--- src/design/riscv_csr_pkg.sv ---
package riscv_csr_pkg;

    typedef enum logic [1:0] {
        MODE_USER    = 2'b00,
        MODE_MACHINE = 2'b11
    } priv_mode_t;

    typedef logic [11:0] csr_addr_t;

    // Counters, read only
    localparam csr_addr_t CSR_ADDR_CYCLE    = 12'hc00;
    localparam csr_addr_t CSR_ADDR_TIME     = 12'hc01;
    localparam csr_addr_t CSR_ADDR_CYCLEH   = 12'hc80;
    localparam csr_addr_t CSR_ADDR_TIMEH    = 12'hc81;

    // Machine trap setup and handling
    localparam csr_addr_t CSR_ADDR_MSTATUS  = 12'h300;
    localparam csr_addr_t CSR_ADDR_MIE      = 12'h304;
    localparam csr_addr_t CSR_ADDR_MTVEC    = 12'h305;
    localparam csr_addr_t CSR_ADDR_MSCRATCH = 12'h340;
    localparam csr_addr_t CSR_ADDR_MEPC     = 12'h341;
    localparam csr_addr_t CSR_ADDR_MCAUSE   = 12'h342;
    localparam csr_addr_t CSR_ADDR_MTVAL    = 12'h343;
    localparam csr_addr_t CSR_ADDR_MIP      = 12'h344;

    // Interrupt flag in bit 31, machine timer is code 7
    localparam logic [31:0] MCAUSE_TIMER_INT  = 32'h8000_0007;
    // Environment call from U is 8, from M is 11
    localparam logic [31:0] MCAUSE_ECALL_BASE = 32'd8;

    typedef struct packed {
        logic [13:0] rsvd_31_18;
        logic        mprv;
        logic [3:0]  rsvd_16_13;
        priv_mode_t  mpp;
        logic [2:0]  rsvd_10_8;
        logic        mpie;
        logic [2:0]  rsvd_6_4;
        logic        mie;
        logic [2:0]  rsvd_2_0;
    } mstatus_t;

    typedef struct packed {
        logic [19:0] rsvd_31_12;
        logic        meie;
        logic [2:0]  rsvd_10_8;
        logic        mtie;
        logic [2:0]  rsvd_6_4;
        logic        msie;
        logic [2:0]  rsvd_2_0;
    } mie_t;

    // Write-back word, seen by field depending on the target
    typedef union packed {
        logic [31:0] raw;
        mstatus_t    mstatus;
        mie_t        mie;
    } csr_word_u;

endpackage

--- src/design/csr_stage_pkg.sv ---
package csr_stage_pkg;

    typedef enum logic [2:0] {
        CSR_X     = 3'd0,
        CSR_W     = 3'd1,
        CSR_S     = 3'd2,
        CSR_C     = 3'd3,
        CSR_ECALL = 3'd4,
        CSR_MRET  = 3'd5
    } csr_cmd_t;

    // Request from the execute stage
    typedef struct packed {
        csr_cmd_t                  cmd;
        riscv_csr_pkg::csr_addr_t  addr;
        logic [31:0]               op1;
    } csr_req_t;

    // Held for the cycle after the read
    typedef struct packed {
        logic                      we;
        csr_cmd_t                  cmd;
        riscv_csr_pkg::csr_addr_t  addr;
        logic [31:0]               op1;
    } csr_wb_t;

    // Trap side effects on the machine registers
    typedef struct packed {
        logic        take_interrupt;
        logic        take_ecall;
        logic        take_mret;
        logic [31:0] mcause;
        logic [31:0] mepc;
    } trap_update_t;

endpackage

--- src/design/csr_decode.sv ---
`timescale 1ns/10ps

module csr_decode (
    input  logic                    clk,
    input  logic                    reset,
    input  logic                    flush,
    input  logic                    take_interrupt,
    input  csr_stage_pkg::csr_req_t req,
    output csr_stage_pkg::csr_req_t eff_req,
    output csr_stage_pkg::csr_wb_t  wb
);
    import riscv_csr_pkg::*;
    import csr_stage_pkg::*;

    logic addr_writable;
    logic write_cmd;

    // A flushed or interrupted slot becomes a bubble reading address 0
    always_comb begin
        if (flush || take_interrupt) begin
            eff_req = '{cmd: CSR_X, addr: '0, op1: '0};
        end else begin
            eff_req = req;
        end
    end

    always_comb begin
        case (eff_req.addr)
            CSR_ADDR_MSTATUS, CSR_ADDR_MIE, CSR_ADDR_MTVEC,
            CSR_ADDR_MSCRATCH, CSR_ADDR_MEPC, CSR_ADDR_MCAUSE,
            CSR_ADDR_MTVAL, CSR_ADDR_MIP: addr_writable = 1'b1;
            default:                      addr_writable = 1'b0;
        endcase
    end

    assign write_cmd = (eff_req.cmd == CSR_W) || (eff_req.cmd == CSR_S) ||
                       (eff_req.cmd == CSR_C);

    always_ff @(posedge clk) begin
        if (reset) begin
            wb <= '{we: 1'b0, cmd: CSR_X, addr: '0, op1: '0};
        end else begin
            wb.we   <= write_cmd && addr_writable;
            wb.cmd  <= eff_req.cmd;
            wb.addr <= eff_req.addr;
            wb.op1  <= eff_req.op1;
        end
    end

endmodule

--- src/design/csr_trap_ctrl.sv ---
`timescale 1ns/10ps

module csr_trap_ctrl (
    input  logic                         clk,
    input  logic                         reset,
    input  csr_stage_pkg::csr_req_t      eff_req,
    input  logic                         interrupt_ready,
    input  logic [63:0]                  mtime,
    input  logic [63:0]                  mtimecmp,
    input  logic [31:0]                  fetch_pc,
    input  riscv_csr_pkg::mstatus_t      mstatus,
    input  riscv_csr_pkg::mie_t          mie,
    input  logic [31:0]                  mtvec,
    input  logic [31:0]                  mepc,
    output logic                         take_interrupt,
    output logic                         stall_request,
    output csr_stage_pkg::trap_update_t  trap,
    output logic [31:0]                  trap_vector,
    output csr_stage_pkg::csr_cmd_t      cmd_out,
    output riscv_csr_pkg::priv_mode_t    mode
);
    import riscv_csr_pkg::*;
    import csr_stage_pkg::*;

    // Below machine mode the global enable does not mask
    assign stall_request = (mtime >= mtimecmp) && mie.mtie &&
                           ((mode != MODE_MACHINE) || mstatus.mie);

    assign take_interrupt = stall_request && interrupt_ready;

    always_comb begin
        trap.take_interrupt = take_interrupt;
        trap.take_ecall     = !take_interrupt && (eff_req.cmd == CSR_ECALL);
        trap.take_mret      = !take_interrupt && (eff_req.cmd == CSR_MRET);
        trap.mcause         = take_interrupt ? MCAUSE_TIMER_INT
                                             : MCAUSE_ECALL_BASE + {30'd0, mode};
        trap.mepc           = fetch_pc;
    end

    always_ff @(posedge clk) begin
        if (reset) begin
            mode        <= MODE_MACHINE;
            trap_vector <= '0;
            cmd_out     <= CSR_X;
        end else if (take_interrupt) begin
            // Interrupt goes out to the pipeline as an ECALL
            mode        <= MODE_MACHINE;
            trap_vector <= mtvec;
            cmd_out     <= CSR_ECALL;
        end else begin
            cmd_out <= eff_req.cmd;
            case (eff_req.cmd)
                CSR_ECALL: begin
                    mode        <= MODE_MACHINE;
                    trap_vector <= mtvec;
                end
                CSR_MRET: begin
                    mode        <= mstatus.mpp;
                    trap_vector <= mepc;
                end
                default: begin
                end
            endcase
        end
    end

endmodule

--- src/design/csr_regfile.sv ---
`timescale 1ns/10ps

module csr_regfile #(
    parameter logic [31:0] MTVEC_RESET = 32'h0000_0100
) (
    input  logic                         clk,
    input  logic                         reset,
    input  csr_stage_pkg::csr_wb_t       wb,
    input  csr_stage_pkg::csr_cmd_t      cmd_wb,
    input  logic [31:0]                  rdata_prev,
    input  csr_stage_pkg::trap_update_t  trap,
    input  riscv_csr_pkg::priv_mode_t    mode,
    output riscv_csr_pkg::mstatus_t      mstatus,
    output riscv_csr_pkg::mie_t          mie,
    output logic [31:0]                  mtvec,
    output logic [31:0]                  mscratch,
    output logic [31:0]                  mepc,
    output logic [31:0]                  mcause,
    output logic [31:0]                  mtval,
    output logic [31:0]                  mip
);
    import riscv_csr_pkg::*;
    import csr_stage_pkg::*;

    csr_word_u wword;

    // Old value comes from the read done one cycle earlier
    always_comb begin
        case (cmd_wb)
            CSR_W:   wword.raw = wb.op1;
            CSR_S:   wword.raw = rdata_prev | wb.op1;
            CSR_C:   wword.raw = rdata_prev & ~wb.op1;
            default: wword.raw = '0;
        endcase
    end

    always_ff @(posedge clk) begin
        if (reset) begin
            mstatus  <= '{mpp: MODE_MACHINE, default: '0};
            mie      <= '0;
            mtvec    <= MTVEC_RESET;
            mscratch <= '0;
            mepc     <= '0;
            mcause   <= '0;
            mtval    <= '0;
            mip      <= '0;
        end else begin
            if (wb.we) begin
                case (wb.addr)
                    CSR_ADDR_MSTATUS: begin
                        mstatus <= '{mprv: wword.mstatus.mprv,
                                     mpp:  wword.mstatus.mpp,
                                     mpie: wword.mstatus.mpie,
                                     mie:  wword.mstatus.mie,
                                     default: '0};
                    end
                    CSR_ADDR_MIE: begin
                        mie <= '{meie: wword.mie.meie,
                                 mtie: wword.mie.mtie,
                                 msie: wword.mie.msie,
                                 default: '0};
                    end
                    CSR_ADDR_MTVEC:    mtvec    <= wword.raw;
                    CSR_ADDR_MSCRATCH: mscratch <= wword.raw;
                    CSR_ADDR_MEPC:     mepc     <= wword.raw;
                    CSR_ADDR_MCAUSE:   mcause   <= wword.raw;
                    CSR_ADDR_MTVAL:    mtval    <= wword.raw;
                    CSR_ADDR_MIP:      mip      <= wword.raw;
                    default: begin
                    end
                endcase
            end

            // Trap updates come last so they override a write-back
            if (trap.take_interrupt) begin
                mstatus.mpp  <= mode;
                mstatus.mpie <= mstatus.mie;
                mstatus.mie  <= 1'b0;
                mcause       <= trap.mcause;
                mepc         <= trap.mepc;
            end
            if (trap.take_ecall) begin
                mcause <= trap.mcause;
            end
            if (trap.take_mret) begin
                mstatus.mpp <= MODE_USER;
                mstatus.mie <= mstatus.mpie;
                if (mstatus.mpp != MODE_MACHINE) begin
                    mstatus.mprv <= 1'b0;
                end
            end
        end
    end

endmodule

--- src/design/csr_read_result.sv ---
`timescale 1ns/10ps

module csr_read_result (
    input  logic                     clk,
    input  logic                     reset,
    input  riscv_csr_pkg::csr_addr_t addr,
    input  logic [63:0]              cycle_count,
    input  logic [63:0]              time_count,
    input  riscv_csr_pkg::mstatus_t  mstatus,
    input  riscv_csr_pkg::mie_t      mie,
    input  logic [31:0]              mtvec,
    input  logic [31:0]              mscratch,
    input  logic [31:0]              mepc,
    input  logic [31:0]              mcause,
    input  logic [31:0]              mtval,
    input  logic [31:0]              mip,
    output logic [31:0]              csr_rdata
);
    import riscv_csr_pkg::*;

    always_ff @(posedge clk) begin
        if (reset) begin
            csr_rdata <= '0;
        end else begin
            case (addr)
                CSR_ADDR_CYCLE:    csr_rdata <= cycle_count[31:0];
                CSR_ADDR_TIME:     csr_rdata <= time_count[31:0];
                CSR_ADDR_CYCLEH:   csr_rdata <= cycle_count[63:32];
                CSR_ADDR_TIMEH:    csr_rdata <= time_count[63:32];
                // Reserved fields are held at zero in storage
                CSR_ADDR_MSTATUS:  csr_rdata <= mstatus;
                CSR_ADDR_MIE:      csr_rdata <= mie;
                CSR_ADDR_MTVEC:    csr_rdata <= mtvec;
                CSR_ADDR_MSCRATCH: csr_rdata <= mscratch;
                CSR_ADDR_MEPC:     csr_rdata <= mepc;
                CSR_ADDR_MCAUSE:   csr_rdata <= mcause;
                CSR_ADDR_MTVAL:    csr_rdata <= mtval;
                CSR_ADDR_MIP:      csr_rdata <= mip;
                default:           csr_rdata <= '0;
            endcase
        end
    end

endmodule

--- src/design/csr_stage.sv ---
`timescale 1ns/10ps

module csr_stage #(
    parameter logic [31:0] MTVEC_RESET = 32'h0000_0100
) (
    input  logic                    clk,
    input  logic                    reset,
    input  csr_stage_pkg::csr_req_t req,
    input  logic                    flush,
    input  logic [63:0]             cycle_count,
    input  logic [63:0]             time_count,
    input  logic [63:0]             mtime,
    input  logic [63:0]             mtimecmp,
    input  logic                    interrupt_ready,
    input  logic [31:0]             fetch_pc,
    output logic [31:0]             csr_rdata,
    output logic [31:0]             trap_vector,
    output csr_stage_pkg::csr_cmd_t cmd_out,
    output logic                    stall_request
);
    import riscv_csr_pkg::*;
    import csr_stage_pkg::*;

    csr_req_t     eff_req;
    csr_wb_t      wb;
    trap_update_t trap;
    logic         take_interrupt;
    priv_mode_t   mode;
    mstatus_t     mstatus;
    mie_t         mie;
    logic [31:0]  mtvec;
    logic [31:0]  mscratch;
    logic [31:0]  mepc;
    logic [31:0]  mcause;
    logic [31:0]  mtval;
    logic [31:0]  mip;

    csr_decode u_decode (
        .clk            (clk),
        .reset          (reset),
        .flush          (flush),
        .take_interrupt (take_interrupt),
        .req            (req),
        .eff_req        (eff_req),
        .wb             (wb)
    );

    csr_trap_ctrl u_trap_ctrl (
        .clk             (clk),
        .reset           (reset),
        .eff_req         (eff_req),
        .interrupt_ready (interrupt_ready),
        .mtime           (mtime),
        .mtimecmp        (mtimecmp),
        .fetch_pc        (fetch_pc),
        .mstatus         (mstatus),
        .mie             (mie),
        .mtvec           (mtvec),
        .mepc            (mepc),
        .take_interrupt  (take_interrupt),
        .stall_request   (stall_request),
        .trap            (trap),
        .trap_vector     (trap_vector),
        .cmd_out         (cmd_out),
        .mode            (mode)
    );

    // Registered read data doubles as the old value for set and clear
    csr_regfile #(
        .MTVEC_RESET (MTVEC_RESET)
    ) u_regfile (
        .clk        (clk),
        .reset      (reset),
        .wb         (wb),
        .cmd_wb     (wb.cmd),
        .rdata_prev (csr_rdata),
        .trap       (trap),
        .mode       (mode),
        .mstatus    (mstatus),
        .mie        (mie),
        .mtvec      (mtvec),
        .mscratch   (mscratch),
        .mepc       (mepc),
        .mcause     (mcause),
        .mtval      (mtval),
        .mip        (mip)
    );

    csr_read_result u_read_result (
        .clk         (clk),
        .reset       (reset),
        .addr        (eff_req.addr),
        .cycle_count (cycle_count),
        .time_count  (time_count),
        .mstatus     (mstatus),
        .mie         (mie),
        .mtvec       (mtvec),
        .mscratch    (mscratch),
        .mepc        (mepc),
        .mcause      (mcause),
        .mtval       (mtval),
        .mip         (mip),
        .csr_rdata   (csr_rdata)
    );

endmodule

--- config.mk ---
export PLATFORM = sky130hd
export DESIGN_NAME = csr_stage
export DESIGN_NICKNAME = d
export VERILOG_FILES = /design/src/design/riscv_csr_pkg.sv /design/src/design/csr_stage_pkg.sv /design/src/design/csr_decode.sv /design/src/design/csr_trap_ctrl.sv /design/src/design/csr_regfile.sv /design/src/design/csr_read_result.sv /design/src/design/csr_stage.sv
export SDC_FILE = /design/constraint.sdc
export NUM_CORES = 1
export LEC_CHECK = 0
export ABC_AREA = 0
export BUFFER_PORTS_ARGS = -buffer_cell sky130_fd_sc_hd__buf_4
export CAP_MARGIN = 15
export CORE_UTILIZATION = 45
export CTS_BUF_LIST = sky130_fd_sc_hd__clkbuf_8 sky130_fd_sc_hd__clkbuf_16
export DETAILED_ROUTE_END_ITERATION = 8
export PLACE_DENSITY = 0.76
export SLEW_MARGIN = 15
export SYNTH_ARGS = -nofsm -noshare
export SYNTH_HDL_FRONTEND = slang
export SYNTH_HIERARCHICAL = 1
export SYNTH_SLANG_ARGS = --single-unit
--- constraint.sdc ---
create_clock -name clk -period 9.1 [get_ports clk]
set_clock_uncertainty 0.05 [all_clocks]
set_input_delay 0.455 -clock clk [delete_from_list [all_inputs] [get_ports clk]]
set_output_delay 0.455 -clock clk [all_outputs]
set_load 0.005 [all_outputs]
== Word level (Yosys, flattened, before mapping) ==
Cells that the tools add are included.
Storage, ports and cells
  register bits: 317
  input port bits: 339
  output and inout port bits: 68
  logic and storage cells: 114
Cells by class
  add/subtract/negate cells: 1
  $lt $le $gt $ge: 1
  equal/unequal tests: 30
  muxes and demuxes: 25
  bitwise gates (word level): 3
  reduce and logical (&&, ||, !) cells: 32
Operator list (number)
  32-bit one-hot mux with 12 select lines: 1
  32-bit two-way mux: 9
  12-bit by 10-bit == test with 1-bit output, second input constant: 16
  32-bit one-hot mux with 3 select lines: 1
  64-bit greater-or-equal comparator: 1
  32-bit one-hot mux with 2 select lines: 1
  12-bit == test, second input constant: 4
  47-bit two-way mux: 1
  18-bit two-way mux: 2
  32-bit bitwise AND: 1
  32-bit inverter: 1
  32-bit OR: 1
  2-bit AND reduction: 9
  3-bit nonzero test: 5
  3-bit by 2-bit == test with 1-bit output, second input constant: 4
  2-bit nonzero test: 4
  8-bit OR reduction: 1
  3-bit by 1-bit == test with 1-bit output, second input constant: 2
  3-bit == test, second input constant: 2
  1-bit logical AND: 6
  1-bit two-way mux: 6
  4-bit by 2-bit adder with 5-bit output, first input constant: 1
  1-bit logical OR: 4
  2-bit two-way mux: 2
  5 further kinds: 7

== Logic depth before layout (Yosys ltp) ==
Gate-level depths: netlist of the first run.
  depth after elaboration: 10
  mapped depth: 23
  depth with buffers taken out: 18

== Hierarchy ==
Netlist of the first run, hierarchy kept.
By module, submodules not included
  csr_regfile: instances 1, cells an instance 1048, area each 8822.2 um^2, sequential area each 4003.8 um^2
  csr_trap_ctrl: instances 1, cells an instance 510, area each 4142.7 um^2, sequential area each 740.7 um^2
  csr_read_result: instances 1, cells an instance 519, area each 3988.8 um^2, sequential area each 640.6 um^2
  csr_decode: instances 1, cells an instance 163, area each 1660.3 um^2, sequential area each 960.9 um^2

== Worst setup path after synthesis of the first run ==
OpenSTA, ideal clock, no wires.
  path kind: input to register
  start point: in mtimecmp[17]
  end point: reg u_regfile.mcause[21]
  setup time: 0.061 ns
  arrival time: 4.837 ns
  path slack: 4.153 ns
  stages on the path: 22
  path buffers: 6
  cells stage by stage: inv_1 > ha_1 > a21o_1 > a221o_1 > a221oi_2 > o221ai_2 > and2_4 > o21ai_4 > buf_6 > inv_1 > nor2_1 > clkbuf_1 > clkbuf_1 > and2_1 > nor2_1 > clkbuf_1 > and3_1 > or3_1 > nor2_1 > clkbuf_1 > clkbuf_1 > a221o_1
RTL lines
  start: declaration: RTL line csr_stage.sv:13  | input logic [63:0] mtimecmp,
  end signal: assignment: RTL line csr_regfile.sv:66  | CSR_ADDR_MCAUSE: mcause <= wword.raw;
  end signal: assignment: RTL line csr_regfile.sv:79  | mcause <= trap.mcause;
  end signal: assignment: RTL line csr_regfile.sv:83  | mcause <= trap.mcause;
  end: declaration: RTL line csr_regfile.sv:18  | output logic [31:0] mcause,

==> impl_summary.txt, run 1 <==
----------------------------------------------------
[Worst setup path]
  Launch point of the worst reg-to-reg path ... u_trap_ctrl/mode[0]
  Kind of end point of the critical path ... flip-flop
  Reg2reg end ... u_read_result/csr_rdata[2]
  Critical Path Start Type ... primary input
  End of the critical path ... u_read_result/csr_rdata[2]
  Length in cells of the worst reg-to-reg path ... 12
  CP Max Fanout ... 43
  Setup Crit Path Kind ... primary input to flip-flop
  Critical path arrival ... just under 7000 ps
  Critical path startpoint ... mtimecmp[11]
  Reg-to-reg setup timing slack ... around 3200 ps
  Required time of the critical path ... 9500 ps

[STA]
  Relative max-transition margin ... roughly an eighth
  Min cycle time layout ... 6470 ps
  RSZ-0062 raised after global routing ... no
  Post-route fraction of the period consumed by the critical path ... 71.1%
  Fmax achieved ... 154 MHz
  Final Worst Setup Slack ... approximately 2600 ps
  Setup Total Neg Slack ... 0 ps
  Hold violation count in the final report ... 0
  Worst-case hold slack ... between 60 and 70 ps
  Number of max-slew violations in the final report ... 0
  Total setup violations reported at the end of the flow ... 0
  Worst-margin pin slew ... 1300 ps

[Clocking]
  H-tree Lvls ... 2
  Clock tree root driver cell ... clkbuf_16
  Maximum clock insertion buffer count ... 3
  Clock tree from TritonCTS ... done
  CTS sink count ... 317
  Number of hold buffers added after CTS ... 0
  Worst skew pair latency ... 550 ps
  Num CTS Buffers ... 35
  Post_cts resized ... 0
  Clock-pin slew of the registers on the worst-case setup and hold paths ... 60 ps
  Setup Buffers After CTS ... 0

[Power]
  Share of power burned in combinational logic ... between 10 and 15%
  Maximum vdd ir drop ... between 0.1 and 0.15 mV
  Share of power burned in the clock network ... between 40% and 50%
  Power per standard cell area ... roughly 140 nW/um^2
  Switching share of total power ... 26.4%
  Power after layout ... 3.22 mW
  Total net switching power ... 851 uW
  Relative contribution of sequential cells to total power ... 44.4%
  Pleak ... a little under 9 nW
  Internal power ... 2.37 mW

[Place]
  Final HPWL from detailed placement ... 55200 um
  Worst setup slack before clock tree synthesis ... 2060 ps
  IO buf count ... 406
  Placement-stage cell area ... ~21000 sq um
  Placer's final routability congestion estimate ... 1.04

[Global routing]
  Pin count of the biggest net entering global routing ... 66
  Number of global-route vias before repair ... between 15k and 20k
  Global-route congestion overflow total ... 0
  Wire length of the first global-routing pass ... 111000 um
  Number of antenna violations at the first check in global routing ... 1
  Global router's overall resource usage ... a little over a third

[Detailed routing]
  DRC ... 0
  Total routed wirelength ... 76400 um
  Post-DR vias/cell ... 6.17
  Iteration count of the initial detailed-routing pass ... 6
  Antenna-violating nets left ... 0
  Total number of vias ... around 19k
  Drt first-iter violations ... roughly 2.6k
  Post-detailed-route wirelength per cell ... 25.1 um

[Yosys]
  Gate count of the mapped netlist ... 2208
  Syn Area/Cell ... 8.34 sq um
  Yosys warning total ... 6
  Combined area of all synthesized cells ... approximately 18000 sq um

[Floorplanning]
  Die width ... slightly above 200 um
  Effective utilization at floorplan ... 46.0%
  Total I/O pin count ... 407
  Die Footprint ... 41700 sq um
  Number of placement rows ... 73
  Core region area ... 40000 sq um
  Floorplan die height ... 204 um

[Cells and area]
  Area of combinational cells with multiple inputs ... around 10000 sq um
  Register cell area after layout ... approximately 6300 sq um
  Ratio of cells with drive above 1 in the final layout ... approximately 25%
  Area overhead of the layout relative to synthesis ... 21.8%
  Filler instances ... 3600
  Post-layout nets ... around 2.9k
  Final non-filler cell area ... 22400 sq um

[Worst hold path]
  Hold WC Path Type ... primary input to flip-flop

[Flow run]
  Total of max-cap violations ... 0

[Outcome]
  Result of the run ... complete, no violations

----------------------------------------------------
state kept, by name, indices dropped and copies added, names as in the netlist:
signal and cells:
u_regfile/mtvec 32, u_trap_ctrl/trap_vector 32, u_regfile/mcause 32, u_trap_ctrl/cmd_out 3
u_decode/wb 48, u_regfile/mstatus 5, u_regfile/mscratch 32, u_trap_ctrl/mode 2
u_regfile/mip 32, u_regfile/mtval 32, u_regfile/mie 3, u_read_result/csr_rdata 32
u_regfile/mepc 32
critical path, stage by stage:
cell,delay (ps)
buf_4,110
inv_1,70
ha_1,250
a21oi_1,130
o21ai_0,130
a2111oi_0,620
o221ai_2,210
and2_4,190
o21ai_4,110
buf_4,540
inv_1,490
nor3_1,920
nor4b_2,830
nand2_2,530
nor2_1,750
a21oi_1,250
a31oi_1,240
layer usage:
| metal | vias up | GRT usage [%] | part of all wire (%) |
|---|---|---|---|
| met5 | - | 0 | 0 |
| met4 | 0 | 13.7 | 4.0 |
| met3 | 184 | 8.39 | 13 |
| met2 | 1340 | 54.1 | 43 |
| met1 | 8868 | 47.3 | 40 |
| li1 | 8399 | - | - |
cell usage in the layout (no fill, tap or decap), drive strengths merged, types with 7 or more instances in the layout:
cell    count
a21oi     232
a222oi      7
dfxtp     317
o22ai      18
conb       83
a221o      59
nand4      17
buf       464
a211oi     39
nor3       31
and2      125
or4        38
a221oi     22
a32oi       9
mux2       19
o21ai     141
ha         64
inv       124
clkbuf     40
nor4       10
nand3      78
o32ai      33
nand2b     44
a22oi      46
nor2       65
and3        9
o211ai      8
a31oi      22
mux2i      86
nand2     182
layout make-up:
cell class                 count  area share (%)
antenna                        1          0.0112
timing repair buffer         464            15.5
tap                          525            2.93
multi-input combinational   1570            46.6
clock inverter                20           0.491
clock buffer                  40            4.26
inverter                     111            1.86
sequential                   317            28.3
worst min-delay path by stage:
| stage | endpoint | depth (start not counted) | from |
|---|---|---|---|
| 2_1_floorplan | u_regfile/mscratch[11] | 2 | u_regfile/mscratch[11] |
| 3_3_place_gp | u_regfile/mip[13] | 2 | u_regfile/mip[13] |
| 3_5_place_dp | u_regfile/mscratch[6] | 2 | u_regfile/mscratch[6] |
| 4_1_cts | u_decode/wb[13] | 2 | req[13] |
| 5_1_grt | u_decode/wb[27] | 2 | req[27] |
| 6_report | u_decode/wb[13] | 2 | req[13] |
per-stage QoR:
| stage | cells | utilization [%] |
|---|---|---|
| 4_1_cts | 3047 | 56.0 |
| 3_3_place_gp | 2987 | 53.4 |
| 2_1_floorplan | 2289 | - |
| 5_1_grt | 3048 | 56.1 |
| 3_5_place_dp | 2987 | 53.4 |
| 6_report | 3048 | 56.1 |
power by group through the flow:
stage | registers [mW] | clock network [mW] | logic [mW]
2_1_floorplan | 1.45 | 0 | 0.246
3_3_place_gp | 1.46 | 0 | 0.425
3_5_place_dp | 1.46 | 0 | 0.434
4_1_cts | 1.43 | 1.36 | 0.435
5_1_grt | 1.43 | 1.41 | 0.471
6_report | 1.43 | 1.35 | 0.444
No activity file was read; power rests on OpenSTA's default activity.
==> run 2: changes to the inputs <==
--- a/config.mk
+++ b/config.mk
@@ -5,13 +5,13 @@
 export SDC_FILE = /design/constraint.sdc
 export NUM_CORES = 1
 export LEC_CHECK = 0
-export ABC_AREA = 0
+export ABC_AREA = 1
 export BUFFER_PORTS_ARGS = -buffer_cell sky130_fd_sc_hd__buf_4
 export CAP_MARGIN = 15
 export CORE_UTILIZATION = 45
 export CTS_BUF_LIST = sky130_fd_sc_hd__clkbuf_8 sky130_fd_sc_hd__clkbuf_16
 export DETAILED_ROUTE_END_ITERATION = 8
-export PLACE_DENSITY = 0.76
+export PLACE_DENSITY = 0.78
 export SLEW_MARGIN = 15
 export SYNTH_ARGS = -nofsm -noshare
 export SYNTH_HDL_FRONTEND = slang
==> constraint.sdc (replaced) <==
create_clock -name clk -period 5.7 [get_ports clk]
set_clock_uncertainty 0.05 [all_clocks]
set_input_delay 0.285 -clock clk [delete_from_list [all_inputs] [get_ports clk]]
set_output_delay 0.285 -clock clk [all_outputs]
set_load 0.005 [all_outputs]
==> impl_summary.txt, run 2 <==
----------------------------------------------------
[Floorplanning]
  Die width ... 218 um (was 204 um)
  Die Footprint ... 47300 sq um (was 41700 sq um)
  Core region area ... 45600 sq um (was 40000 sq um)
  Number of placement rows ... 78 (was 73)
  Floorplan die height ... 218 um (was 204 um)
  Total I/O pin count ... 407 (unchanged)
  Effective utilization at floorplan ... 45.9% (was 46.0%)

[Clocking]
  Num CTS Buffers ... 37 (was 35)
  Clock tree root driver cell ... clkbuf_16 (unchanged)
  CTS sink count ... 317 (unchanged)
  H-tree Lvls ... 2 (unchanged)
  Clock tree from TritonCTS ... done (unchanged)
  Post_cts resized ... 0 (unchanged)
  Maximum clock insertion buffer count ... 3 (unchanged)
  Worst skew pair latency ... 540 ps (was 550 ps)
  Clock-pin slew of the registers on the worst-case setup and hold paths ... 60 ps (about the same)

[Yosys]
  Yosys warning total ... 6 (unchanged)
  Combined area of all synthesized cells ... 20900 sq um (was 18400 sq um)
  Syn Area/Cell ... 6.20 sq um (was 8.34 sq um)
  Gate count of the mapped netlist ... 3372 (was 2208)

[Power]
  Pleak ... 13.2 nW (was 8.79 nW)
  Power after layout ... 5.39 mW (was 3.22 mW)
  Maximum vdd ir drop ... 0.202 mV (was 0.126 mV)
  Power per standard cell area ... 214 nW/um^2 (was 144 nW/um^2)

[Outcome]
  Result of the run ... complete, no violations (unchanged)

[Cells and area]
  Filler instances ... 4512 (was 3600)
  Number of non-filler instances in the completed layout ... 4296 (was 3048)
  Area overhead of the layout relative to synthesis ... 20.2% (was 21.8%)
  Largest Register ... u_decode/wb (unchanged)
  Area of combinational cells with multiple inputs ... 11300 sq um (was 10500 sq um)
  Final non-filler cell area ... 25100 sq um (was 22400 sq um)
  Leading cell type in the layout, fill and taps excluded ... nand2_1 (was buf_4)
  Post-layout nets ... 4071 (was 2902)
  Register cell area after layout ... 6350 sq um (unchanged)
  Ratio of cells with drive above 1 in the final layout ... 17.4% (was 24.9%)
  Final core utilization ... 55.2% (was 56.1%)
  Commonest cells after routing, fill and taps aside ... nand2_1, nand3_1, nor2_1 (was buf_4, dfxtp_1, a21oi_1)
  Max FFs per register ... 48 (unchanged)

[Global routing]
  Pin count of the biggest net entering global routing ... 85 (was 66)
  Global router's overall resource usage ... 34.2% (was 35.2%)
  Number of global-route vias before repair ... 20.6k (was 17.7k)
  Routing usage on met3 ... 6.56% (was 8.39%)
  Most crowded layer after global routing ... met2 (unchanged)
  Number of antenna violations at the first check in global routing ... 1 (unchanged)
  Met1 Use GR ... 43.6% (was 47.3%)
  Met2 usage ... 53.5% (was 54.1%)
  Wire length of the first global-routing pass ... 123000 um (was 111000 um)
  Global-route congestion overflow total ... 0 (unchanged)

[Worst hold path]
  End of the worst hold path ... u_regfile/mepc[6] (was u_decode/wb[13])
  HP Start ... fetch_pc[6] (was req[13])
  Hold WC Path Type ... primary input to flip-flop (unchanged)
  Cell depth of the worst min-delay path ... 5 (was 2)

[STA]
  RSZ-0062 raised after global routing ... no (unchanged)
  Hold violation count in the final report ... 0 (unchanged)
  Final Worst Setup Slack ... 1160 ps (was 2630 ps)
  Setup Total Neg Slack ... 0 ps (unchanged)
  Fmax achieved ... 220 MHz
  Worst-case hold slack ... 20.4 ps (was 61.2 ps)
  Worst-margin pin slew ... 1270 ps (was 1300 ps)
  Relative max-transition margin ... 14.9% (was 13.3%)
  Total setup violations reported at the end of the flow ... 0 (unchanged)
  Min cycle time layout ... between 4000 and 5000 ps
  Post-route fraction of the period consumed by the critical path ... 79.7%
  Number of max-slew violations in the final report ... 0 (unchanged)

[Worst setup path]
  Setup Crit Path Kind ... primary input to flip-flop (unchanged)
  Reg-to-reg setup timing slack ... 1340 ps (was 3170 ps)
  Critical Path Start Type ... primary input (unchanged)
  Critical path arrival ... 4880 ps (was 6870 ps)
  Kind of end point of the critical path ... flip-flop (unchanged)
  CP Max Fanout ... 46 (was 43)
  Launch point of the worst reg-to-reg path ... u_trap_ctrl/mode[1] (was u_trap_ctrl/mode[0])
  Required time of the critical path ... 6030 ps (was 9500 ps)
  Reg2reg end ... u_read_result/csr_rdata[1] (was u_read_result/csr_rdata[2])
  Length in cells of the worst reg-to-reg path ... 16 (was 12)

[Detailed routing]
  Post-DR vias/cell ... 5.38 (was 6.17)
  Total routed wirelength ... 83500 um (was 76400 um)
  Post-detailed-route wirelength per cell ... 19.4 um (was 25.1 um)
  Drt first-iter violations ... 2946 (was 2576)
  Iteration count of the initial detailed-routing pass ... 6 (unchanged)
  Total number of vias ... 23.1k (was 18.8k)
  Antenna-violating nets left ... 0 (unchanged)
  DRC ... 0 (unchanged)

[Flow run]
  Total of max-cap violations ... 0 (unchanged)

[Place]
  Placement-stage cell area ... 23500 sq um (was 21400 sq um)
  Placer's final routability congestion estimate ... 0.986 (was 1.04)
  Worst setup slack before clock tree synthesis ... 821 ps (was 2060 ps)
  IO buf count ... 406 (unchanged)
  Final HPWL from detailed placement ... 60600 um (was 55200 um)
  Placed cell count ... 4194 (was 2987)

----------------------------------------------------
==> run 2: worst max-delay path, stage by stage <==
cell and delay (ps):
buf_4 80, inv_1 30, ha_1 310, nand2_1 80, nor2_1 190, nand2_1 90
nor3_2 270, nand2_1 110, nor3_2 140, nand2_1 110, nand2_4 100, nand3_4 60
inv_1 100, inv_2 50, nand2_2 590, nor2_1 260, nor2_2 220, nand2_4 100
nor2_4 570, buf_12 300, nand3_1 150, nand2_1 90, nor2_1 80, nand2_1 80
nor2_1 40, nor2_1 360
==> run 2: worst max path at each step <==
stage | start | end | depth (start not counted)
6_report | mtimecmp[59] | u_read_result/csr_rdata[1] | 26
3_5_place_dp | mtime[59] | u_read_result/csr_rdata[3] | 22
3_3_place_gp | mtime[59] | u_read_result/csr_rdata[1] | 25
2_1_floorplan | mtimecmp[55] | u_regfile/mstatus[3] | 29
4_1_cts | mtimecmp[59] | u_read_result/csr_rdata[1] | 23
5_1_grt | mtimecmp[59] | u_read_result/csr_rdata[3] | 26
==> run 2: repair_timing <==
action,CTS,global route
hold buffers,34,0
setup buffers,0,0
endpoints found under the hold margin,34,0
==> run 2: report_power, final <==
group	internal, mW	total (mW)	switching [mW]
clock network	1.51	2.49	0.978
logic	0.272	0.643	0.371
registers	2.24	2.26	0.0185
total	4.02	5.39	1.37
==> run 2: layout make-up <==
cell class                 count  area share [%]
clock inverter                17           0.692
sequential                   317            25.2
multi-input combinational   2385            44.9
clock buffer                  49            4.43
tap                          600            2.99
antenna                        1         0.00995
timing repair buffer         486            15.1
inverter                     441            6.59
==> run 2: layer usage <==
| metal | vias up | share of wire, % |
|---|---|---|
| met4 | 0 | 6.2 |
| met3 | 240 | 13 |
| li1 | 11000 | - |
| met1 | 10400 | 37 |
| met5 | - | 0 |
| met2 | 1520 | 44 |
